==> config.mk <==
export PLATFORM = sky130hd
export DESIGN_NAME = div_result_flat
export DESIGN_NICKNAME = d
export VERILOG_FILES = /design/src/verilog/div_pkg.sv /design/src/verilog/div_lane_if.sv /design/src/verilog/div_result.sv /design/src/flat_wrapper.sv
export SDC_FILE = /design/constraint.sdc
export NUM_CORES = 1
export LEC_CHECK = 0
export ABC_AREA = 1
export BUFFER_PORTS_ARGS = -buffer_cell sky130_fd_sc_hd__buf_2
export CORE_AREA = 3 3 249 251
export DETAILED_ROUTE_END_ITERATION = 10
export DIE_AREA = 0 0 252 254
export GPL_TIMING_DRIVEN = 0
export PLACE_DENSITY_LB_ADDON = 0.08
export SYNTH_ARGS = -nofsm -noshare
export SYNTH_HDL_FRONTEND = slang
export SYNTH_SLANG_ARGS = --single-unit
export TNS_END_PERCENT = 5
==> constraint.sdc <==
create_clock -name vclk -period 1.7
set_clock_uncertainty 0.15 [all_clocks]
set_input_delay 0.34 -clock vclk [all_inputs]
set_output_delay 0.34 -clock vclk [all_outputs]
set_load 0.01 [all_outputs]
==> src/verilog/div_pkg.sv <==
`default_nettype none

package div_pkg;

  localparam int VLEN    = 128;
  localparam int VLENB   = VLEN / 8;
  localparam int BYTE_W  = 8;
  localparam int HWORD_W = 16;
  localparam int WORD_W  = 32;
  localparam int XLEN    = 32;
  localparam int ROB_W   = 4;

  // low half on byte lanes, upper bytes spill onto the wider lanes
  localparam int LANES8  = VLENB / 2;
  localparam int LANES16 = VLEN / HWORD_W / 2;
  localparam int LANES32 = VLEN / WORD_W;

  typedef logic [VLEN-1:0]  vreg_t;
  typedef logic [XLEN-1:0]  xreg_t;
  typedef logic [ROB_W-1:0] rob_entry_t;
  typedef logic [5:0]       funct6_t;
  typedef logic [2:0]       funct3_t;

  localparam funct3_t OPMVV = 3'b010;
  localparam funct3_t OPMVX = 3'b110;

  localparam funct6_t FUNCT_VDIVU = 6'b100000;
  localparam funct6_t FUNCT_VDIV  = 6'b100001;
  localparam funct6_t FUNCT_VREMU = 6'b100010;
  localparam funct6_t FUNCT_VREM  = 6'b100011;

  typedef enum logic [1:0] {
    EEW8,
    EEW16,
    EEW32
  } eew_e;

  typedef enum logic {
    DIV_UNSIGNED,
    DIV_SIGNED
  } lane_sign_e;

endpackage

`default_nettype wire

==> src/verilog/div_lane_if.sv <==
`timescale 1ns/1ps
`default_nettype none


// per-lane results, done once every started group has finished
interface lane_out_if import div_pkg::*; ();
  logic [LANES8-1:0][BYTE_W-1:0]     quot8;
  logic [LANES8-1:0][BYTE_W-1:0]     rem8;
  logic [LANES16-1:0][HWORD_W-1:0]   quot16;
  logic [LANES16-1:0][HWORD_W-1:0]   rem16;
  logic [LANES32-1:0][WORD_W-1:0]    quot32;
  logic [LANES32-1:0][WORD_W-1:0]    rem32;
  logic                              done;

  modport execute (output quot8, rem8, quot16, rem16, quot32, rem32, done);
  modport result (input quot8, rem8, quot16, rem16, quot32, rem32, done);
endinterface

`default_nettype wire

==> src/verilog/div_result.sv <==
`timescale 1ns/1ps
`default_nettype none

module div_result import div_pkg::*; (
  input  funct6_t           funct6,
  input  eew_e              eew,
  lane_out_if.result        results,
  output vreg_t             w_data
);

  logic                            use_rem;
  logic [LANES8-1:0][BYTE_W-1:0]   r8;
  logic [LANES16-1:0][HWORD_W-1:0] r16;
  logic [LANES32-1:0][WORD_W-1:0]  r32;

  assign use_rem = (funct6 == FUNCT_VREMU) || (funct6 == FUNCT_VREM);
  assign r8      = use_rem ? results.rem8 : results.quot8;
  assign r16     = use_rem ? results.rem16 : results.quot16;
  assign r32     = use_rem ? results.rem32 : results.quot32;

  // same lane split as decode, low bits of the wider lanes
  always_comb begin
    w_data = '0;
    case (eew)
      EEW8: begin
        for (int i = 0; i < LANES8; i++) begin
          w_data[i*BYTE_W +: BYTE_W] = r8[i];
        end
        for (int i = 0; i < LANES16; i++) begin
          w_data[(LANES8+i)*BYTE_W +: BYTE_W] = r16[i][BYTE_W-1:0];
        end
        for (int i = 0; i < LANES32; i++) begin
          w_data[(LANES8+LANES16+i)*BYTE_W +: BYTE_W] = r32[i][BYTE_W-1:0];
        end
      end
      EEW16: begin
        for (int i = 0; i < LANES16; i++) begin
          w_data[i*HWORD_W +: HWORD_W] = r16[i];
        end
        for (int i = 0; i < LANES32; i++) begin
          w_data[(LANES16+i)*HWORD_W +: HWORD_W] = r32[i][HWORD_W-1:0];
        end
      end
      default: begin
        for (int i = 0; i < LANES32; i++) begin
          w_data[i*WORD_W +: WORD_W] = r32[i];
        end
      end
    endcase
  end

endmodule

`default_nettype wire

==> src/flat_wrapper.sv <==
// flat-port wrapper written by rule: the top's interface ports become plain ports
module div_result_flat import div_pkg::*;
  (funct6, eew, w_data, results_quot8, results_rem8, results_quot16, results_rem16, results_quot32, results_rem32, results_done);
  lane_out_if results_i ();
  input  funct6_t funct6;
  input  eew_e eew;
  output vreg_t w_data;
  input wire logic [$bits(results_i.quot8)-1:0] results_quot8;
  input wire logic [$bits(results_i.rem8)-1:0] results_rem8;
  input wire logic [$bits(results_i.quot16)-1:0] results_quot16;
  input wire logic [$bits(results_i.rem16)-1:0] results_rem16;
  input wire logic [$bits(results_i.quot32)-1:0] results_quot32;
  input wire logic [$bits(results_i.rem32)-1:0] results_rem32;
  input wire logic [$bits(results_i.done)-1:0] results_done;
  assign results_i.quot8 = results_quot8;
  assign results_i.rem8 = results_rem8;
  assign results_i.quot16 = results_quot16;
  assign results_i.rem16 = results_rem16;
  assign results_i.quot32 = results_quot32;
  assign results_i.rem32 = results_rem32;
  assign results_i.done = results_done;
  div_result u_core (.funct6(funct6), .eew(eew), .results(results_i), .w_data(w_data));
endmodule
# ---- After elaboration in Yosys (flattened, before gate mapping)
# Cells that the tools add are included.
dict set report word_totals {
  ff_bits 0
  input_bits 521
  out_inout_bits 128
  wordCells 9
}
dict set report classes {
  n_eq_ne 3
  mux 4
  reduce_logical 2
}
# operator count
set ops {}
lappend ops {{128-bit one-hot mux with 2 select lines} 1}
lappend ops {{128-bit 2-to-1 mux} 1}
lappend ops {{64-bit 2-to-1 mux} 2}
lappend ops {{6-bit == test, second input constant} 2}
lappend ops {{2-bit by 1-bit == test with 1-bit output, second input constant} 1}
lappend ops {{2-bit logical NOT} 1}
lappend ops {{1-bit logical OR} 1}

# ---- Logic depth before layout (Yosys ltp)
# Gate-level depths: netlist of the first run.
dict set report logic_depth {
  word_depth 4
  ltp_mapped 8
  ltp_nobuf 6
}

# ---- Least setup slack after synthesis of the first run
# Ideal clock, no wire load.
dict set report synth_path {
  kind {input port to output port}
  startpoint {input funct6[1]}
  endpoint {output w_data[16]}
  t_arrival_ps 1301
  required_time_ps 1210
  path_slack_ps -91
  stages 7
  path_buffers 2
  cell_sequence {inv_1 -> nor2_4 -> buf_2 -> clkbuf_1 -> nand3_1 -> nand3_1 -> nand3_1}
}
dict set report synth_between {
  elab_chain_cells 4
  elab_cells_between_ends 7
  classes_between {2 x eq/ne; 4 x mux; 1 x reduce/logical}
}
# element line
set synth_lines {}
lappend synth_lines {{start, declared} flat_wrapper.sv:5} ;# input funct6_t funct6;
lappend synth_lines {{6-bit == test} div_result.sv:16} ;# assign use_rem = (funct6 == FUNCT_VREMU) || (funct6 == FUNCT_VREM);
lappend synth_lines {{1-bit logical OR *} div_result.sv:16}
lappend synth_lines {{128-bit 2-to-1 mux (tied with other cells)} div_result.sv:19} ;# assign r32 = use_rem ? results.rem32 : results.quot32;
lappend synth_lines {{128-bit one-hot mux with 2 select lines *} div_result.sv:24} ;# case (eew)
lappend synth_lines {{end, declared} flat_wrapper.sv:7} ;# output vreg_t w_data;
# Every way passes the cells marked *; elsewhere a longest branch is shown, timed or not.

# ---- Worst setup path in the final report of the first run
dict set report layout_path {
  startpoint {input funct6[4]}
  endpoint {output w_data[23]}
}
# Same word-level chain as after synthesis.

==> results.py, run 1 <==
metrics = {
    "outcome": {
        "status": "complete, but fails checks",
        "violations": "setup timing",
    },
    "drt": {
        "wl_per_cell_um": 23.68,
        "dr.pass1.iters": 8,
        "vias": 12950,
        "final_antenna_net_count": 0,
        "wl_um": 71160,
        "vias_per_cell": 4.308,
        "route.detailed.drc": 0,
        "drt-initial-drc-count": 548,
    },
    "sta": {
        "min_period_ps": 2245,
        "final_max_slew_viol_count": 0,
        "setup_violations": 128,
        "setup_tns_ps": -57430,
        "fin_crit_sh_pct": 132.1,
        "hold_viol": 0,
        "fmax_ghz": 0.4454,
        "setup_ws_ps": -545.3,
        "worst_pin_slew_ps": 465.7,
        "rsz0062_at_grt": "true",
        "timing.slew.headroom_pct": 68.95,
    },
    "min_path": {
        "min_from": "results_rem32[62]",
        "hold_path.class": "in -> out",
    },
    "floorplan": {
        "die_x_um": 252,
        "rows": 90,
        "core_um2": 60130,
        "ios": 649,
        "dieArea_um2": 64010,
        "fp.dieH_um": 254,
        "start_util_pct": 11.63,
    },
    "power": {
        "power_leakage_nw": 8.063,
        "irDropWorstVdd_v": 0.0001072,
        "power_density_nw_per_um2": 245.2,
        "total_power_mw": 3.295,
    },
    "global_route": {
        "grt_max_degree": 11,
        "antenna_found_initial": 26,
        "grt.overflow.total": 0,
        "grt_pass1_vias": 13020,
        "grt_pass1_wl_um": 95430,
        "grt_use_total_pct": 20.79,
    },
    "finish": {
        "seq_cells": 0,
        "fillCellCount": 7315,
        "final_util_pct": 22.35,
        "layout_common_cells": "buf_2, nand3_1, inv_1",
        "syn2layout_area_growth_pct": 92.11,
        "n_clock_buffer": 0,
        "layout-drive-gt1-share_pct": 43.21,
        "final_common_cell": "buf_2",
        "seqCellArea_um2": 0,
        "final_net_count": 2731,
    },
    "critical_path": {
        "crit_path_cell_trace": "buf_8 -> inv_2 -> nand2_2 -> nor2_4 -> buf_12 -> buf_12 -> buf_8 -> nand3b_1 -> nand3_1 -> nand3_1 -> buf_2",
        "critPathLaunchType": "input pin",
        "worstPathArrival_ps": 1760,
        "required_ps": 1210,
        "critical_path_class": "in -> out",
        "slowest_delay_ps": 310,
        "cp-startpoint": "funct6[4]",
        "crit_fanout": 7,
        "critPathSlowestCell": "nand3b_1",
        "crit_path_end_kind": "primary output",
    },
    "synthesis": {
        "ys_types": 11,
        "yosysSeqAreaShare_pct": 0,
        "netlist_area_um2": 6994,
        "netlist_instances": 1541,
        "avgSynthCellArea_um2": 4.539,
        "ys_warn_count": 0,
        "synthesis.nets": 2062,
    },
    "placed_design": {
        "finalWeightedCongestion": 0.8728,
        "hpwl_um": 60500,
        "place_ws_ps": -1465,
        "numPortBuffers": 647,
    },
    "clocking": {
        "ctsHoldBuffers": 0,
    },
    "flow_run": {
        "maxCapViolations": 0,
    },
}
[power breakdown]
group,switching (mW),total (mW),internal [mW]
combinational,1.86,3.29,1.44
sequential,0,0,0
clock,0,0.00000118,0.00000118
[through the flow]
| stage | cell area, µm² | instances | hold WS (ps) |
|---|---|---|---|
| after floorplan | 7078 | 1541 | 753.1 |
| final | 13440 | 3005 | 927.9 |
| after detailed placement | 11290 | 2970 | 934.4 |
| after global routing | 13430 | 3002 | 949.2 |
| after CTS | 12880 | 2988 | 936.5 |
| after global placement | 11290 | 2970 | 934.6 |
[worst paths after layout]
| check | end | cells after the start | slack [ps] |
|---|---|---|---|
| worst min-delay path | w_data[62] | 6 | 930 |
| worst max-delay path | w_data[23] | 11 | -550 |
[cell type report]
type                            count  area (µm²)  share of cell area [%]
Multi-Input combinational cell   1064        5986                   44.55
Timing Repair Buffer              667        3736                   27.81
Inverter                          358        1350                   10.05
Buffer                            119        1349                   10.04
Tap cell                          782       978.4                   7.282
Antenna cell                       15       37.54                  0.2794
[metal layers]
layer  up-vias  wire (µm)  GRT usage (%)
met4        18        850          2.736
li1       6257          -              -
met5         -        126              0
met3        52       4714          4.391
met2       456      35530          37.57
met1      6164      29940          25.95
[worst max-delay path: cells and delay by family]
| family | cells | cell delay (ps) |
|---|---|---|
| and+or+nand+nor | 5 | 710 |
| buffers and inverters | 6 | 680 |
[logic make-up after synthesis]
kind of cell / share of synthesized area [%]
AND/OR/NAND/NOR: 73.35
buffers and inverters: 26.65
[Yosys cell counts]
cell type,n,area (µm²)
buf_1,18,67.56
buf_2,56,280.3
clkbuf_1,46,172.7
inv_1,358,1344
nand2_1,353,1325
nand3_1,608,3043
nand3_2,1,10.01
nand3b_1,96,720.7
nor2_1,2,7.510
nor2_2,2,12.51
nor2_4,1,11.26
[timing repair]
item | CTS | global route
pin swaps | 16 | 21
gates resized for setup | 380 | 136
cloned | 4 | 2
setup buffers | 14 | 2
setup endpoints to repair | 128 | 128
Note: power is estimated with default switching activity, not from simulation.
==> run 2: changes to the inputs <==
--- a/config.mk
+++ b/config.mk
@@ -14,2 +14,3 @@
 export PLACE_DENSITY_LB_ADDON = 0.08
+export SKIP_LAST_GASP = 1
 export SYNTH_ARGS = -nofsm -noshare
==> constraint.sdc (replaced) <==
create_clock -name vclk -period 1.7
set_clock_uncertainty 0.15 [all_clocks]
set_input_delay 0 -clock vclk [all_inputs]
set_output_delay 0 -clock vclk [all_outputs]
set_load 0.01 [all_outputs]
==> run 2 against run 1 <==
First-iteration DRC count rose by 47%. Non-clock buffer count is 11 lower. Wire length grew 0.46%. The flow now finishes without violations. Critical path depth is the same. Power is 6.4% lower. Via count down 0.58%. Sequential share of layout area stayed put.
==> results.py, run 2 (synthesis results as in run 1) <==
metrics = {
    "drt": {
        "vias_per_cell": 4.296,
        "drt-initial-drc-count": 805,
        "wl_met3_um": 4448,
        "vias": 12870,
        "wl_per_cell_um": 23.86,
        "route.detailed.drc": 0,
        "met1_length_um": 29750,
        "top_layer": "met5",
        "final_antenna_net_count": 0,
        "dr.pass1.iters": 6,
        "wl_met2_um": 35960,
        "wl_um": 71480,
    },
    "min_path": {
        "hold_path.class": "in -> out",
        "min_from": "results_quot16[29]",
        "hold-path-cell-count": 6,
    },
    "floorplan": {
        "core_um2": 60130,
        "die_x_um": 252,
        "fp.dieH_um": 254,
        "rows": 90,
        "dieArea_um2": 64010,
        "ios": 649,
        "start_util_pct": 11.63,
    },
    "power": {
        "power_density_nw_per_um2": 249.2,
        "total_power_mw": 3.086,
        "irDropWorstVdd_v": 0.00006627,
        "power_leakage_nw": 7.655,
    },
    "sta": {
        "final_max_slew_viol_count": 0,
        "worst_pin_slew_ps": 687.7,
        "timing.slew.headroom_pct": 54.16,
        "setup_violations": 0,
        "rsz0062_at_grt": "true",
        "hold_viol": 0,
        "fmax_ghz": 0.5930,
        "min_period_ps": 1686,
        "fin_crit_sh_pct": 99.20,
    },
    "critical_path": {
        "worstSetupEndpoint": "w_data[122]",
        "critPathSlowestCell": "buf_4",
        "crit_fanout": 10,
        "cp-startpoint": "funct6[4]",
        "crit_path_end_kind": "primary output",
        "required_ps": 1550,
        "crit_path_cell_trace": "buf_2 -> inv_1 -> nand2_1 -> nor2_4 -> buf_12 -> buf_8 -> buf_4 -> nand3b_1 -> nand3_1 -> nand3_1 -> buf_2",
        "worstPathArrival_ps": 1540,
        "critical_path_class": "in -> out",
        "slowest_delay_ps": 230,
        "critPathLaunchType": "input pin",
    },
    "placed_design": {
        "numPortBuffers": 647,
        "finalWeightedCongestion": 0.8921,
        "hpwl_um": 61050,
        "dp.cells": 2970,
    },
    "finish": {
        "final_common_cell": "buf_2",
        "layout-drive-gt1-share_pct": 39.83,
        "syn2layout_area_growth_pct": 77.05,
        "n_clock_buffer": 0,
        "seqCellArea_um2": 0,
        "fillCellCount": 7374,
        "final_net_count": 2720,
        "seq_cells": 0,
        "fin_cells": 2996,
        "layout_common_cells": "buf_2, nand3_1, inv_1",
    },
    "global_route": {
        "grt_pass1_vias": 13190,
        "grt_pass1_wl_um": 94990,
        "grt.overflow.total": 0,
        "grt_max_degree": 11,
        "antenna_found_initial": 26,
        "grt_use_total_pct": 20.70,
    },
    "flow_run": {
        "maxCapViolations": 0,
    },
    "clocking": {
        "ctsHoldBuffers": 0,
    },
    "outcome": {
        "status": "complete, no violations",
    },
}
[run 2: changes by cell type in the layout (fill, tap and decap cells not counted), sizes merged]
| cell | previous run | this run |
|---|---|---|
| clkbuf | 41 | 50 |
| buf | 745 | 724 |
| diode | 15 | 17 |
| clkdlybuf4s15 | 0 | 1 |
[run 2: worst min-delay path by stage]
stage,end,slack [ps]
4_1_cts,w_data[29],250
3_3_place_gp,w_data[29],250
5_1_grt,w_data[29],290
3_5_place_dp,w_data[29],250
2_1_floorplan,w_data[24],80
6_report,w_data[29],250
[run 2: area by class of cell]
class / instances / area [µm²] / area share [%]
well taps: 782 / 978.4 / 7.901
plain buffers: 120 / 934.6 / 7.548
diodes: 17 / 42.54 / 0.3435
inverters: 358 / 1348 / 10.88
repair buffers: 655 / 3455 / 27.90
multi-input cells: 1064 / 5625 / 45.43
[run 2: through the flow]
step	setup TNS (ps)	hold slack [ps]	worst slack, ps	util [%]	instance area [µm²]
5_1_grt	-1654	285.1	-43.34	20.56	12360
4_1_cts	-2327	251.1	-88.91	19.32	11620
6_report	0	246.6	13.52	20.59	12380
3_5_place_dp	-82030	249.8	-964.7	18.64	11210
2_1_floorplan	0	75.99	589.3	-	6994
3_3_place_gp	-80920	248.0	-975.7	18.64	11210
[run 2: what timing repair did]
action                     CTS  global route
resized for setup          141           208
setup buffers                6             0
cloned                       0             3
pin swaps                    3            14
hold endpoints to repair     0             0
setup endpoints to repair  128           113
[run 2: layer usage]
metal / vias up / GRT usage [%]
met5: - / 0
met4: 14 / 3.807
met3: 63 / 3.725
met2: 532 / 37.88
met1: 6037 / 25.44
li1: 6226 / -
[run 2: critical path, delay by kind of cell]
family                 cells  cell delay (ps)
AND/OR/NAND/NOR            5              640
buffers and inverters      6              880
[run 2: power breakdown]
| group | internal (mW) | switching, mW |
|---|---|---|
| logic | 1.26 | 1.83 |
| registers | 0 | 0 |
| clock network | 0.00000129 | 0 |
==> run 3: changes to the inputs <==
CORE_AREA = 3 3 252 254   (was 3 3 249 251)
DIE_AREA = 0 0 255 257   (was 0 0 252 254)
clock period = 2.1 ns   (was 1.7 ns; I/O delays follow)
==> run 3 against run 2 <==
The flow now finishes with violations (setup timing). Wire length grew 0.90%. Non-clock buffer count shrank 3. Count of clock-buffer cells in the layout is the same. Final cell count shrank 0.27%. Power shrank 25%. Via count shrank 0.28%. Die area grew 2.4%. First-iteration DRC count shrank 14%. Sequential cell count is the same. Critical path depth shrank 1. Critical endpoint is now w_data[38].
==> results.py, run 3 (synthesis results as in run 1) <==
metrics = {
    "finish": {
        "layout_common_cells": "buf_2, nand3_1, inv_1",
        "layout-drive-gt1-share_pct": 33.15,
        "syn2layout_area_growth_pct": 62.33,
        "seq_cells": 0,
        "seqCellArea_um2": 0,
        "final_common_cell": "buf_2",
        "final_net_count": 2716,
        "fillCellCount": 7641,
        "n_clock_buffer": 0,
        "final_util_pct": 18.47,
    },
    "critical_path": {
        "required_ps": 1950,
        "crit_fanout": 10,
        "worstPathArrival_ps": 2050,
        "cp-startpoint": "funct6[1]",
        "crit_path_cell_trace": "buf_2 -> inv_1 -> nor2_4 -> buf_12 -> buf_2 -> buf_1 -> nand3b_1 -> nand3_1 -> nand3_1 -> buf_2",
        "cpMostUsedCell": "buf_2",
        "critical_path_class": "in -> out",
        "critPathLaunchType": "input pin",
        "critPathSlowestCell": "buf_1",
        "crit_path_end_kind": "primary output",
        "slowest_delay_ps": 600,
    },
    "drt": {
        "dr.pass1.iters": 5,
        "final_antenna_net_count": 0,
        "wl_met3_um": 4598,
        "vias": 12840,
        "top_layer": "met5",
        "route.detailed.drc": 0,
        "met1_length_um": 29810,
        "wl_per_cell_um": 24.14,
        "wl_um": 72120,
        "wl_met2_um": 36620,
        "vias_per_cell": 4.296,
        "drt-initial-drc-count": 693,
    },
    "sta": {
        "fin_crit_sh_pct": 104.7,
        "rsz0062_at_grt": "true",
        "setup_violations": 3,
        "fmax_ghz": 0.4549,
        "setup_tns_ps": -280.4,
        "hold_viol": 0,
        "timing.slew.headroom_pct": 33.89,
        "setup_ws_ps": -98.20,
        "worst_pin_slew_ps": 991.7,
        "min_period_ps": 2198,
        "final_max_slew_viol_count": 0,
    },
    "global_route": {
        "grt_max_degree": 11,
        "grt.overflow.total": 0,
        "antenna_found_initial": 19,
        "grt_pass1_vias": 13240,
        "grt_use_total_pct": 20.73,
        "grt_pass1_wl_um": 97380,
    },
    "placed_design": {
        "place_ws_ps": -612.9,
        "hpwl_um": 62580,
        "finalWeightedCongestion": 0.9098,
        "numPortBuffers": 647,
    },
    "floorplan": {
        "ios": 649,
        "start_util_pct": 11.38,
        "core_um2": 61480,
        "die_x_um": 255,
        "fp.dieH_um": 257,
        "rows": 91,
        "dieArea_um2": 65540,
    },
    "power": {
        "power_leakage_nw": 7.226,
        "total_power_mw": 2.322,
        "power_density_nw_per_um2": 204.5,
        "irDropWorstVdd_v": 0.00005486,
    },
    "flow_run": {
        "maxCapViolations": 0,
    },
    "min_path": {
        "hold_path.class": "in -> out",
        "min_from": "results_quot16[29]",
    },
    "outcome": {
        "status": "complete, but fails checks",
        "violations": "setup timing",
    },
}
==> run 3: through the flow <==
step	instance area (µm²)	hold WS, ps	std cells
2_1_floorplan	6994	75.99	1541
3_3_place_gp	11220	251.2	2978
3_5_place_dp	11220	250.8	2978
4_1_cts	11310	254.1	2981
5_1_grt	11340	289.9	2984
6_report	11350	249.3	2988
==> run 3: critical path: cells and delay by family <==
kind / cells / cell delay (ps)
buffers and inverters: 6 / 1420
and+or+nand+nor: 4 / 620
==> run 3: cell type report <==
cell class | count | area, µm² | area share, %
antenna | 5 | 12.51 | 0.1102
multi-input combinational | 1063 | 5140 | 45.27
inverter | 358 | 1344 | 11.84
buffer | 120 | 568.0 | 5.003
timing repair buffer | 652 | 3301 | 29.07
tap | 790 | 988.4 | 8.706
==> run 3: final timing paths <==
path | slack [ps] | endpoint | cells past startpoint
max | -100 | w_data[38] | 10
min | 250 | w_data[29] | 6
==> run 3: per-layer routing <==
layer  global-route usage [%]  up-vias
met1                    25.04     6090
met5                        0        -
met4                    2.265       20
met3                    4.013       58
met2                    38.70      482
li1                         -     6186
==> run 3: power breakdown <==
part,switching (mW),internal (mW),total (mW),leakage (nW)
clock network,0,0.000000319,0.000000319,0.0000317
logic,1.42,0.899,2.32,7.23
registers,0,0,0,0
total,1.42,0.899,2.32,7.23
==> run 3: repair_timing <==
| item | in CTS | in global routing |
|---|---|---|
| pin swaps | 1 | 1 |
| hold buffers | 0 | 0 |
| setup buffers | 3 | 2 |
| gates resized for setup | 26 | 7 |
| setup endpoints to repair | 126 | 90 |
