[config.mk]
export PLATFORM = sky130hd
export DESIGN_NAME = div_execute_flat
export DESIGN_NICKNAME = d
export VERILOG_FILES = /design/src/verilog/div_pkg.sv /design/src/verilog/div_lane_if.sv /design/src/verilog/div_divider.sv /design/src/verilog/div_execute.sv /design/src/flat_wrapper.sv
export SDC_FILE = /design/constraint.sdc
export NUM_CORES = 2
export LEC_CHECK = 0
export ABC_CLOCK_PERIOD_IN_PS = 4830
export BUFFER_PORTS_ARGS = -buffer_cell sky130_fd_sc_hd__buf_2
export CAP_MARGIN = 30
export CORE_ASPECT_RATIO = 1.75
export CORE_UTILIZATION = 34
export DETAILED_ROUTE_END_ITERATION = 8
export HOLD_SLACK_MARGIN = 0.15
export PLACE_DENSITY = 0.49
export SETUP_SLACK_MARGIN = 0.3
export SLEW_MARGIN = 30
export SYNTH_ARGS = -nofsm -noshare
export SYNTH_HDL_FRONTEND = slang
export SYNTH_SLANG_ARGS = --single-unit
export TNS_END_PERCENT = 100
[constraint.sdc]
create_clock -name clk -period 4.83 [get_ports clk]
set_input_delay 0.966 -clock clk [delete_from_list [all_inputs] [get_ports clk]]
set_output_delay 0.966 -clock clk [all_outputs]
set_load 0.02 [all_outputs]
[src/verilog/div_pkg.sv]
`default_nettype none

package div_pkg;

  localparam int VLEN    = 128;
  localparam int VLENB   = VLEN / 8;
  localparam int BYTE_W  = 8;
  localparam int HWORD_W = 16;
  localparam int WORD_W  = 32;
  localparam int XLEN    = 32;
  localparam int ROB_W   = 4;

  // low half on byte lanes, upper bytes spill onto the wider lanes
  localparam int LANES8  = VLENB / 2;
  localparam int LANES16 = VLEN / HWORD_W / 2;
  localparam int LANES32 = VLEN / WORD_W;

  typedef logic [VLEN-1:0]  vreg_t;
  typedef logic [XLEN-1:0]  xreg_t;
  typedef logic [ROB_W-1:0] rob_entry_t;
  typedef logic [5:0]       funct6_t;
  typedef logic [2:0]       funct3_t;

  localparam funct3_t OPMVV = 3'b010;
  localparam funct3_t OPMVX = 3'b110;

  localparam funct6_t FUNCT_VDIVU = 6'b100000;
  localparam funct6_t FUNCT_VDIV  = 6'b100001;
  localparam funct6_t FUNCT_VREMU = 6'b100010;
  localparam funct6_t FUNCT_VREM  = 6'b100011;

  typedef enum logic [1:0] {
    EEW8,
    EEW16,
    EEW32
  } eew_e;

  typedef enum logic {
    DIV_UNSIGNED,
    DIV_SIGNED
  } lane_sign_e;

endpackage

`default_nettype wire

[src/verilog/div_lane_if.sv]
`timescale 1ns/1ps
`default_nettype none

// operands spread onto the divider lanes
interface lane_in_if import div_pkg::*; ();
  logic                              start;
  lane_sign_e                        sign;
  logic                              en8;
  logic                              en16;
  logic                              en32;
  logic [LANES8-1:0][BYTE_W-1:0]     src2_8;
  logic [LANES8-1:0][BYTE_W-1:0]     src1_8;
  logic [LANES16-1:0][HWORD_W-1:0]   src2_16;
  logic [LANES16-1:0][HWORD_W-1:0]   src1_16;
  logic [LANES32-1:0][WORD_W-1:0]    src2_32;
  logic [LANES32-1:0][WORD_W-1:0]    src1_32;

  modport decode (output start, sign, en8, en16, en32,
                  output src2_8, src1_8, src2_16, src1_16, src2_32, src1_32);
  modport execute (input start, sign, en8, en16, en32,
                   input src2_8, src1_8, src2_16, src1_16, src2_32, src1_32);
endinterface

// per-lane results, done once every started group has finished
interface lane_out_if import div_pkg::*; ();
  logic [LANES8-1:0][BYTE_W-1:0]     quot8;
  logic [LANES8-1:0][BYTE_W-1:0]     rem8;
  logic [LANES16-1:0][HWORD_W-1:0]   quot16;
  logic [LANES16-1:0][HWORD_W-1:0]   rem16;
  logic [LANES32-1:0][WORD_W-1:0]    quot32;
  logic [LANES32-1:0][WORD_W-1:0]    rem32;
  logic                              done;

  modport execute (output quot8, rem8, quot16, rem16, quot32, rem32, done);
  modport result (input quot8, rem8, quot16, rem16, quot32, rem32, done);
endinterface

`default_nettype wire

[src/verilog/div_divider.sv]
`timescale 1ns/1ps
`default_nettype none

module div_divider import div_pkg::*; #(
  parameter int DIV_WIDTH = 8
) (
  input  logic                 clk,
  input  logic                 rst_n,
  input  logic                 start,
  input  lane_sign_e           sign,
  input  logic [DIV_WIDTH-1:0] dividend,
  input  logic [DIV_WIDTH-1:0] divisor,
  input  logic                 release_req,
  output logic [DIV_WIDTH-1:0] quotient,
  output logic [DIV_WIDTH-1:0] remainder,
  output logic                 done
);

  typedef enum logic [1:0] {IDLE, RUN, HOLD} state_e;
  typedef logic [$clog2(DIV_WIDTH+1)-1:0] cnt_t;

  state_e               state_q;
  cnt_t                 cnt_q;
  logic [DIV_WIDTH-1:0] quo_q;
  logic [DIV_WIDTH-1:0] rem_q;
  logic [DIV_WIDTH-1:0] dvs_q;
  logic                 quo_neg_q;
  logic                 rem_neg_q;
  logic                 dvd_neg;
  logic                 dvs_neg;
  logic [DIV_WIDTH-1:0] dvd_mag;
  logic [DIV_WIDTH-1:0] dvs_mag;
  logic                 zero_div;
  logic                 overflow;
  logic [DIV_WIDTH:0]   rem_shift;
  logic [DIV_WIDTH:0]   trial;
  logic                 last;

  assign dvd_neg   = (sign == DIV_SIGNED) && dividend[DIV_WIDTH-1];
  assign dvs_neg   = (sign == DIV_SIGNED) && divisor[DIV_WIDTH-1];
  assign dvd_mag   = dvd_neg ? -dividend : dividend;
  assign dvs_mag   = dvs_neg ? -divisor : divisor;
  assign zero_div  = (divisor == '0);
  // most negative / -1
  assign overflow  = (sign == DIV_SIGNED) && (divisor == '1) &&
                     (dividend == {1'b1, {(DIV_WIDTH-1){1'b0}}});
  assign rem_shift = {rem_q, quo_q[DIV_WIDTH-1]};
  assign trial     = rem_shift - {1'b0, dvs_q};
  assign last      = (cnt_q == cnt_t'(DIV_WIDTH));

  always_ff @(posedge clk or negedge rst_n) begin
    if (!rst_n) begin
      state_q <= IDLE;
      cnt_q   <= '0;
    end else begin
      case (state_q)
        IDLE: begin
          if (start) begin
            cnt_q   <= '0;
            state_q <= (zero_div || overflow) ? HOLD : RUN;
          end
        end
        RUN: begin
          cnt_q <= cnt_q + 1'b1;
          if (last) begin
            state_q <= HOLD;
          end
        end
        HOLD: begin
          if (release_req) begin
            state_q <= IDLE;
          end
        end
        default: state_q <= IDLE;
      endcase
    end
  end

  always_ff @(posedge clk) begin
    if (state_q == IDLE && start) begin
      dvs_q     <= dvs_mag;
      quo_neg_q <= dvd_neg ^ dvs_neg;
      rem_neg_q <= dvd_neg;
      if (zero_div) begin
        quo_q <= '1;
        rem_q <= dividend;
      end else if (overflow) begin
        quo_q <= dividend;
        rem_q <= '0;
      end else begin
        quo_q <= dvd_mag;
        rem_q <= '0;
      end
    end else if (state_q == RUN) begin
      if (last) begin
        // sign fixup on the way to HOLD
        quo_q <= quo_neg_q ? -quo_q : quo_q;
        rem_q <= rem_neg_q ? -rem_q : rem_q;
      end else if (!trial[DIV_WIDTH]) begin
        rem_q <= trial[DIV_WIDTH-1:0];
        quo_q <= {quo_q[DIV_WIDTH-2:0], 1'b1};
      end else begin
        rem_q <= rem_shift[DIV_WIDTH-1:0];
        quo_q <= {quo_q[DIV_WIDTH-2:0], 1'b0};
      end
    end
  end

  assign quotient  = quo_q;
  assign remainder = rem_q;
  assign done      = (state_q == HOLD);

endmodule

`default_nettype wire

[src/verilog/div_execute.sv]
`timescale 1ns/1ps
`default_nettype none

module div_execute import div_pkg::*; (
  input  logic        clk,
  input  logic        rst_n,
  input  logic        result_ready,
  lane_in_if.execute  lanes,
  lane_out_if.execute results
);

  logic [LANES8-1:0]  done8;
  logic [LANES16-1:0] done16;
  logic [LANES32-1:0] done32;
  logic               active_q;
  logic               grp8_q;
  logic               grp16_q;
  logic               grp32_q;
  logic               all_done;
  logic               release_req;

  // only groups that were started count towards done
  assign all_done    = active_q && (!grp8_q || &done8) && (!grp16_q || &done16) &&
                       (!grp32_q || &done32);
  assign release_req = all_done && result_ready;
  assign results.done = all_done;

  always_ff @(posedge clk or negedge rst_n) begin
    if (!rst_n) begin
      active_q <= 1'b0;
      grp8_q   <= 1'b0;
      grp16_q  <= 1'b0;
      grp32_q  <= 1'b0;
    end else if (release_req) begin
      active_q <= 1'b0;
    end else if (!active_q && lanes.start) begin
      active_q <= 1'b1;
      grp8_q   <= lanes.en8;
      grp16_q  <= lanes.en16;
      grp32_q  <= lanes.en32;
    end
  end

  for (genvar j = 0; j < LANES8; j++) begin : g_div8
    div_divider #(.DIV_WIDTH(BYTE_W)) u_div (
      .clk, .rst_n, .start(lanes.start && lanes.en8), .sign(lanes.sign),
      .dividend(lanes.src2_8[j]), .divisor(lanes.src1_8[j]), .release_req,
      .quotient(results.quot8[j]), .remainder(results.rem8[j]), .done(done8[j])
    );
  end

  for (genvar j = 0; j < LANES16; j++) begin : g_div16
    div_divider #(.DIV_WIDTH(HWORD_W)) u_div (
      .clk, .rst_n, .start(lanes.start && lanes.en16), .sign(lanes.sign),
      .dividend(lanes.src2_16[j]), .divisor(lanes.src1_16[j]), .release_req,
      .quotient(results.quot16[j]), .remainder(results.rem16[j]), .done(done16[j])
    );
  end

  for (genvar j = 0; j < LANES32; j++) begin : g_div32
    div_divider #(.DIV_WIDTH(WORD_W)) u_div (
      .clk, .rst_n, .start(lanes.start && lanes.en32), .sign(lanes.sign),
      .dividend(lanes.src2_32[j]), .divisor(lanes.src1_32[j]), .release_req,
      .quotient(results.quot32[j]), .remainder(results.rem32[j]), .done(done32[j])
    );
  end

endmodule

`default_nettype wire

[src/flat_wrapper.sv]
// flat-port wrapper written by rule: the top's interface ports become plain ports
module div_execute_flat import div_pkg::*;
  (clk, rst_n, result_ready, lanes_start, lanes_sign, lanes_en8, lanes_en16, lanes_en32, lanes_src2_8, lanes_src1_8, lanes_src2_16, lanes_src1_16, lanes_src2_32, lanes_src1_32, results_quot8, results_rem8, results_quot16, results_rem16, results_quot32, results_rem32, results_done);
  lane_in_if lanes_i ();
  lane_out_if results_i ();
  input  logic clk;
  input  logic rst_n;
  input  logic result_ready;
  input wire logic [$bits(lanes_i.start)-1:0] lanes_start;
  input wire logic [$bits(lanes_i.sign)-1:0] lanes_sign;
  input wire logic [$bits(lanes_i.en8)-1:0] lanes_en8;
  input wire logic [$bits(lanes_i.en16)-1:0] lanes_en16;
  input wire logic [$bits(lanes_i.en32)-1:0] lanes_en32;
  input wire logic [$bits(lanes_i.src2_8)-1:0] lanes_src2_8;
  input wire logic [$bits(lanes_i.src1_8)-1:0] lanes_src1_8;
  input wire logic [$bits(lanes_i.src2_16)-1:0] lanes_src2_16;
  input wire logic [$bits(lanes_i.src1_16)-1:0] lanes_src1_16;
  input wire logic [$bits(lanes_i.src2_32)-1:0] lanes_src2_32;
  input wire logic [$bits(lanes_i.src1_32)-1:0] lanes_src1_32;
  output wire logic [$bits(results_i.quot8)-1:0] results_quot8;
  output wire logic [$bits(results_i.rem8)-1:0] results_rem8;
  output wire logic [$bits(results_i.quot16)-1:0] results_quot16;
  output wire logic [$bits(results_i.rem16)-1:0] results_rem16;
  output wire logic [$bits(results_i.quot32)-1:0] results_quot32;
  output wire logic [$bits(results_i.rem32)-1:0] results_rem32;
  output wire logic [$bits(results_i.done)-1:0] results_done;
  assign lanes_i.start = lanes_start;
  assign lanes_i.sign = lanes_sign;
  assign lanes_i.en8 = lanes_en8;
  assign lanes_i.en16 = lanes_en16;
  assign lanes_i.en32 = lanes_en32;
  assign lanes_i.src2_8 = lanes_src2_8;
  assign lanes_i.src1_8 = lanes_src1_8;
  assign lanes_i.src2_16 = lanes_src2_16;
  assign lanes_i.src1_16 = lanes_src1_16;
  assign lanes_i.src2_32 = lanes_src2_32;
  assign lanes_i.src1_32 = lanes_src1_32;
  assign results_quot8 = results_i.quot8;
  assign results_rem8 = results_i.rem8;
  assign results_quot16 = results_i.quot16;
  assign results_rem16 = results_i.rem16;
  assign results_quot32 = results_i.quot32;
  assign results_rem32 = results_i.rem32;
  assign results_done = results_i.done;
  div_execute u_core (.clk(clk), .rst_n(rst_n), .result_ready(result_ready), .lanes(lanes_i), .results(results_i));
endmodule
After elaboration in Yosys (flattened, before gate mapping)
Index checks and enable logic that the tools add are counted.
Operators by class
  equality and inequality tests: 160
  $add $sub $neg: 96
  reductions and logical operators: 244
  bitwise operators: 17
  mux-type cells: 326
Operator list (number)
  $mux 32: 56
  $mux 16: 56
  $mux 8: 112
  $neg 32->32: 16
  $eq 32x32->1 const B: 8
  $neg 16->16: 16
  $neg 8->8: 32
  $sub 33x32->33: 4
  $eq 16x16->1 const B: 8
  $eq 8x8->1 const B: 16
  $logic_not 32->1: 4
  $mux 2: 49
  $reduce_and 2->1: 49
  $ne 3x2->1 const B: 32
  $pmux 2 s3: 16
  $logic_and 1x1->1: 88
  $sub 9x8->9: 8
  $sub 17x16->17: 4
  $reduce_bool 2->1: 33
  $logic_not 16->1: 4
  $logic_not 8->1: 8
  $pmux 4 s2: 8
  $ne 2x2->1 const B: 28
  $pmux 6 s2: 4
  22 further kinds: 184
Word-level totals
  output and inout port bits: 513
  register bits: 912

Depth between registers and ports, before layout
  depth after elaboration: 9
  depth in mapped cells: 15
  gate-level depth less buffers: 13

By module
A second synthesis with hierarchy kept.
Unflattened totals
  cell total of the unflattened synthesis: 8711
  area total of the unflattened synthesis: 76274.4 µm²
Modules (own cells, without submodules)
  div_divider at u_core.g_div32[1].u_div ...: seq. area each 3143.0 µm², cells each 1086, area each 9271.4 µm², instances 3
  div_divider at u_core.g_div8[0].u_div ...: seq. area each 930.9 µm², cells each 289, area each 2607.5 µm², instances 6
  div_divider at u_core.g_div16[1].u_div ...: seq. area each 1676.6 µm², cells each 521, area each 4570.6 µm², instances 3
  div_divider at u_core.g_div32[0].u_div: seq. area each 3143.0 µm², cells each 1022, area each 8988.6 µm², instances 1
  div_divider at u_core.g_div16[0].u_div: seq. area each 1676.6 µm², cells each 541, area each 4743.3 µm², instances 1
  div_divider at u_core.g_div8[5].u_div: seq. area each 930.9 µm², cells each 289, area each 2608.8 µm², instances 1
  div_divider at u_core.g_div8[7].u_div: seq. area each 930.9 µm², cells each 282, area each 2534.9 µm², instances 1
  div_execute: seq. area each 100.1 µm², cells each 22, area each 227.7 µm², instances 1

Worst setup path before layout
OpenSTA, ideal clock, no wires.
  kind: in2reg
  from: in lanes_src2_32[32]
  to: reg u_core.g_div32[1].u_div.quo_q[26] (data pin)
  slack: 0.815 ns
  path buffers: 1
  setup time: 0.276 ns
  data arrival time: 3.739 ns
  stages: 13
  path through: inv_1 ha_1 or3b_4 or4_4 nand2b_4 or3_4 or4_4 nor2_4 nor2_2 buf_6 o31ai_1 xor2_1 a22oi_1
On the way
  longest elaborated chain between the ends: 5
  elaborated cells between the ends (all ways): 7
  classes of those cells: add/sub (1); eq/ne (1); mux (4); reduce/logical (1)
RTL lines
  from (decl): line flat_wrapper.sv:18  | input wire logic [$bits(lanes_i.src2_32)-1:0] lanes_src2_32;
  $neg 32->32 or $eq 32x32->1 (tied branches): line div_divider.sv:41, div_divider.sv:46
  $mux 32 or $logic_and 1x1->1 (tied branches): line div_divider.sv:41, div_divider.sv:45
  $mux 32 *: line div_divider.sv:87  | end else if (overflow) begin
  $mux 32 *: line div_divider.sv:84  | if (zero_div) begin
  $mux 32 *: line div_divider.sv:80  | if (state_q == IDLE && start) begin
  to (signal assigned): line div_divider.sv:88  | quo_q <= dividend;
  to (signal assigned): line div_divider.sv:91  | quo_q <= dvd_mag;
  to (signal assigned): line div_divider.sv:97  | quo_q <= quo_neg_q ? -quo_q : quo_q;
  to (decl): line div_divider.sv:24  | logic [DIV_WIDTH-1:0] quo_q;
Every way passes the cells marked *; elsewhere a longest branch is shown, timed or not.
A chain may end at the register's enable or synchronous reset.

Worst setup path in the final report
  from: reg u_core.g_div32[2].u_div.rem_q[0]
  to: reg u_core.g_div32[2].u_div.rem_q[14] (data pin)
On the way
  longest elaborated chain between the ends: 5
  elaborated cells between the ends (all ways): 7
  classes of those cells: add/sub (2); mux (5)
RTL lines
  from (decl): line div_divider.sv:25  | logic [DIV_WIDTH-1:0] rem_q;
  from (signal assigned): line div_divider.sv:86  | rem_q <= dividend;
  from (signal assigned): line div_divider.sv:98  | rem_q <= rem_neg_q ? -rem_q : rem_q;
  from (signal assigned): line div_divider.sv:100  | rem_q <= trial[DIV_WIDTH-1:0];
  $sub 33x32->33 or $neg 32->32 (tied branches): line div_divider.sv:48, div_divider.sv:98
  $mux 32, on equally long branches: line div_divider.sv:99, div_divider.sv:98
  $mux 32 *: line div_divider.sv:95  | if (last) begin
  $mux 32 *: line div_divider.sv:94  | end else if (state_q == RUN) begin
  $mux 32 *: line div_divider.sv:80
Every way passes the cells marked *; elsewhere a longest branch is shown, timed or not. The select of a mux whose other input is x is not followed.

==> results.md <==
* Die ar. at 217000 sq um
* GP Congestion at 0.952
* CP endpoint: u_core.g_div32[2].u_div.remainder[14]
* Row cnt at 225
* DRT Pass-1 Iters at 6
* Final Hold Viols at 0
* Via density at 5.62
* Fmax at 232 MHz
* CTS Hold Buffers Added at 0
* Post-route setup slack at 0.528 ns
* HP Class: input port to async pin
* WP buf/inv at 3
* Synth warnings at 0
* Pre-CTS setup slack at 0.436 ns
* DR WL/cell at 23.7 microns
* FF-to-FF Start: u_core.g_div32[2].u_div.remainder[0]
* Critical path startpoint: u_core.g_div32[2].u_div.remainder[0]
* Clock sink total at 912
* Post-Syn Area per Cell at 8.73 sq um
* Yosys cell types at 95
* Synthesized area at 73200 sq um
* Crit-path most repeated cell: buf_4
* Slew @ Worst Pin at 1.05 ns
* # setup viols final at 0
* DP HPWL at 234000 microns
* I/O pin count at 1033
* Total GRT Usage at 26.0%
* Synth area leader: edfxtp_1
* Number of flops mapped to enable cells by yosys at 800
* Starting Density at 34.2%
* H-tree lvl count at 3
* Net count after synthesis at 9284
* Startpoint types: register
* Core Box Area at 214000 sq um
* Crit. path cell count at 14
* Post-synth ARST share at 12.3%
* Share of cells above drive strength 1 at 15.9%
* Initial antenna violation count at 117
* Area contributors post-synth: edfxtp_1 33%, ha_1 6.3%, xor2_1 5.2%
* Fin. max-slew vios at 0
* Drt first-iter violations at 4731
* Routed via count at 69400
* Status: complete, no violations
* Worst R2R Path Depth at 14
* Skew final at 0.0235 ns
* Filler cells at 22000
* Rel. slew slack at 29.3%
* Unrepaired setup endpoints after global routing: true
* CP peak stage delay at 0.53 ns
* Max-cap violation count at 0
* Setup_tns at 0 ns
* Required @ worst endpoint at 5.28 ns
* Leak at 34.2 nW
* Cts bufs inserted at 104
* Global route overflow at 0
* Die H at 616 microns
* Setup CP Type: register to register
* Port bufs at 1032
* Crit path max-delay cell type: edfxtp_1
* Worst Setup End Kind: register
* Routed Antenna Nets at 0
* First-pass GRT wire length at 435000 microns
* DRC errors left at 0
* Reg clk slew, reported paths at 0.07 ns
* Root Buffer: clkbuf_16
* Syn-to-layout area delta at 17.4%
* Vias in the first global route at 68500
* Critical Path Fanout Max at 17
* Crit path DAT at 4.75 ns
* Critical Path, Cell by Cell: inv_1 -> fa_1 -> nor2b_1 -> o31a_1 -> o211ai_1 -> o211a_1 -> o31ai_1 -> buf_4 -> a211o_1 -> a21o_1 -> and2_1 -> buf_4 -> mux2i_1 -> o21ai_0
* Largest net degree at the start of global routing at 77
* CP top delay family: compound AO/OA/AOI/OAI gates
* Die X at 353 microns
* WL final at 293000 microns
* Nets at 10300
* Yosys top cell area share at 32.8%
* Period utilization at 89.1%
* Main flop type after synthesis: edfxtp_1
* Worst r2r dst: u_core.g_div32[2].u_div.remainder[14]
* Clock latency at the later pin of the worst-skew pair at 0.74 ns
* CTS tree: built
* Clock buffer depth at 3
* Worst ir drop on vdd at 0.368 mV
* Seq/Total Area, Yosys at 36.7%
* Yosys reg bits at 912
* Crit path time final at 4.30 ns
* R2r setup slk at 0.53 ns
* PwrDens at 705 nW/um^2
* Cells after Synth at 8380
## per-layer routing
metal	GRT usage, %	wire length, microns	up-vias
li1	-	-	33100
met1	28.8	110000	33400
met2	45.4	143000	2171
met3	8.66	27000	571
met4	10.6	12500	108
met5	0	717	-
## layout by cell type, fill, tap and decap left out, types with 91 or more instances in the layout
cell and n:
nand3_1 214, xnor2_1 411, nand2b_1 91, mux2i_1 162, nand2_1 614, or3_1 124, a22oi_1 220, clkbuf_16 109
dfrtp_1 112, nor4_1 112, nor2_1 783, xor2_1 430, nand4_1 99, inv_1 541, buf_4 163, edfxtp_1 800
buf_2 1030, o211ai_1 148, nor3_1 285, a31oi_1 94, o31ai_1 118, a21oi_1 573, o21ai_0 699, ha_1 368
## kinds of logic after synthesis
group	share of synthesized area, %
multiplexers	2.58
adder cells (fa/ha/maj)	6.73
AO/OA/AOI/OAI	21.4
AND/OR/NAND/NOR	18.0
XOR/XNOR	10.1
buffers and inverters	4.52
flip-flops	36.7
## cell type report
| type | count | area, sq um | area share (%) |
|---|---|---|---|
| inverters | 553 | 2080 | 2.42 |
| flip-flops and latches | 912 | 26800 | 31.2 |
| repair buffers | 1199 | 6490 | 7.56 |
| clock inverters | 67 | 739 | 0.861 |
| well taps | 2837 | 3550 | 4.13 |
| clock buffers | 129 | 2860 | 3.33 |
| multi-input cells | 6598 | 43200 | 50.3 |
| diodes | 50 | 125 | 0.146 |
## report_power, final
part | switching [W] | internal, W
Sequential | 0.00503 | 0.0139
Combinational | 0.0201 | 0.0128
Clock | 0.00377 | 0.00496
## sequential cells by signal, indices dropped and copies added (netlist names), 8 cells and up
signal and count:
u_core.g_div32.u_div.dvs_q 128, u_core.g_div32.u_div.quotient 128, u_core.g_div32.u_div.remainder 128, u_core.g_div16.u_div.dvs_q 64, u_core.g_div16.u_div.quotient 64, u_core.g_div16.u_div.remainder 64, u_core.g_div8.u_div.dvs_q 64, u_core.g_div8.u_div.quotient 64
u_core.g_div8.u_div.remainder 64, u_core.g_div8.u_div.cnt_q 32, u_core.g_div32.u_div.cnt_q 24, u_core.g_div16.u_div.cnt_q 20, u_core.g_div8.u_div.state_q 16, u_core.g_div16.u_div.state_q 8, u_core.g_div32.u_div.state_q 8, u_core.g_div8.u_div.quo_neg_q 8
u_core.g_div8.u_div.rem_neg_q 8
## stage by stage
step	hold WS, ns	total power (W)	instance area (sq um)	std cells	utilization [%]
6_report	0.316	0.0606	85900	12300	40.1
3_3_place_gp	0.472	0.0513	82100	12100	38.3
2_1_floorplan	0.452	0.0401	73200	8380	-
4_1_cts	0.320	0.0608	85700	12300	40.0
3_5_place_dp	0.488	0.0518	82100	12100	38.3
5_1_grt	0.325	0.0649	85800	12300	40.1
## cell usage after synthesis, types with 59 or more instances
cell type  count
or3_1        126
nand4_1       99
nor3_1       288
xor2_1       431
o31ai_1      118
o211ai_1     148
inv_1        542
clkbuf_1     288
xnor2_1      414
o21ai_0      699
nor2_1       794
edfxtp_1     800
a21o_1        82
mux2i_1      162
nor2b_1       86
dfrtp_1      112
a31oi_1       94
nand2_1      616
nand3_1      215
nand2b_1      91
ha_1         368
nor4_1       119
a211oi_1      59
a21oi_1      573
or4_1         83
o311ai_0      63
a22oi_1      220
## worst min-delay path by stage
stage                                  startpoint                                 end  slack [ns]
2_1_floorplan    u_core.g_div32[0].u_div.cnt_q[5]    u_core.g_div32[0].u_div.cnt_q[5]        0.45
3_3_place_gp   u_core.g_div16[0].u_div.state_q[1]  u_core.g_div16[0].u_div.state_q[0]        0.47
3_5_place_dp      u_core.g_div8[0].u_div.cnt_q[3]     u_core.g_div8[0].u_div.cnt_q[3]        0.49
4_1_cts                                     rst_n    u_core.g_div32[2].u_div.cnt_q[5]        0.32
5_1_grt                                     rst_n    u_core.g_div32[2].u_div.cnt_q[5]        0.33
6_report                                    rst_n    u_core.g_div32[2].u_div.cnt_q[5]        0.32
## timing repair
action / in CTS / in global routing
resized for setup: 0 / 1
buffers inserted: 0 / 0
endpoints found under the setup margin: 0 / 1
No activity file was read; power rests on OpenSTA's default activity.
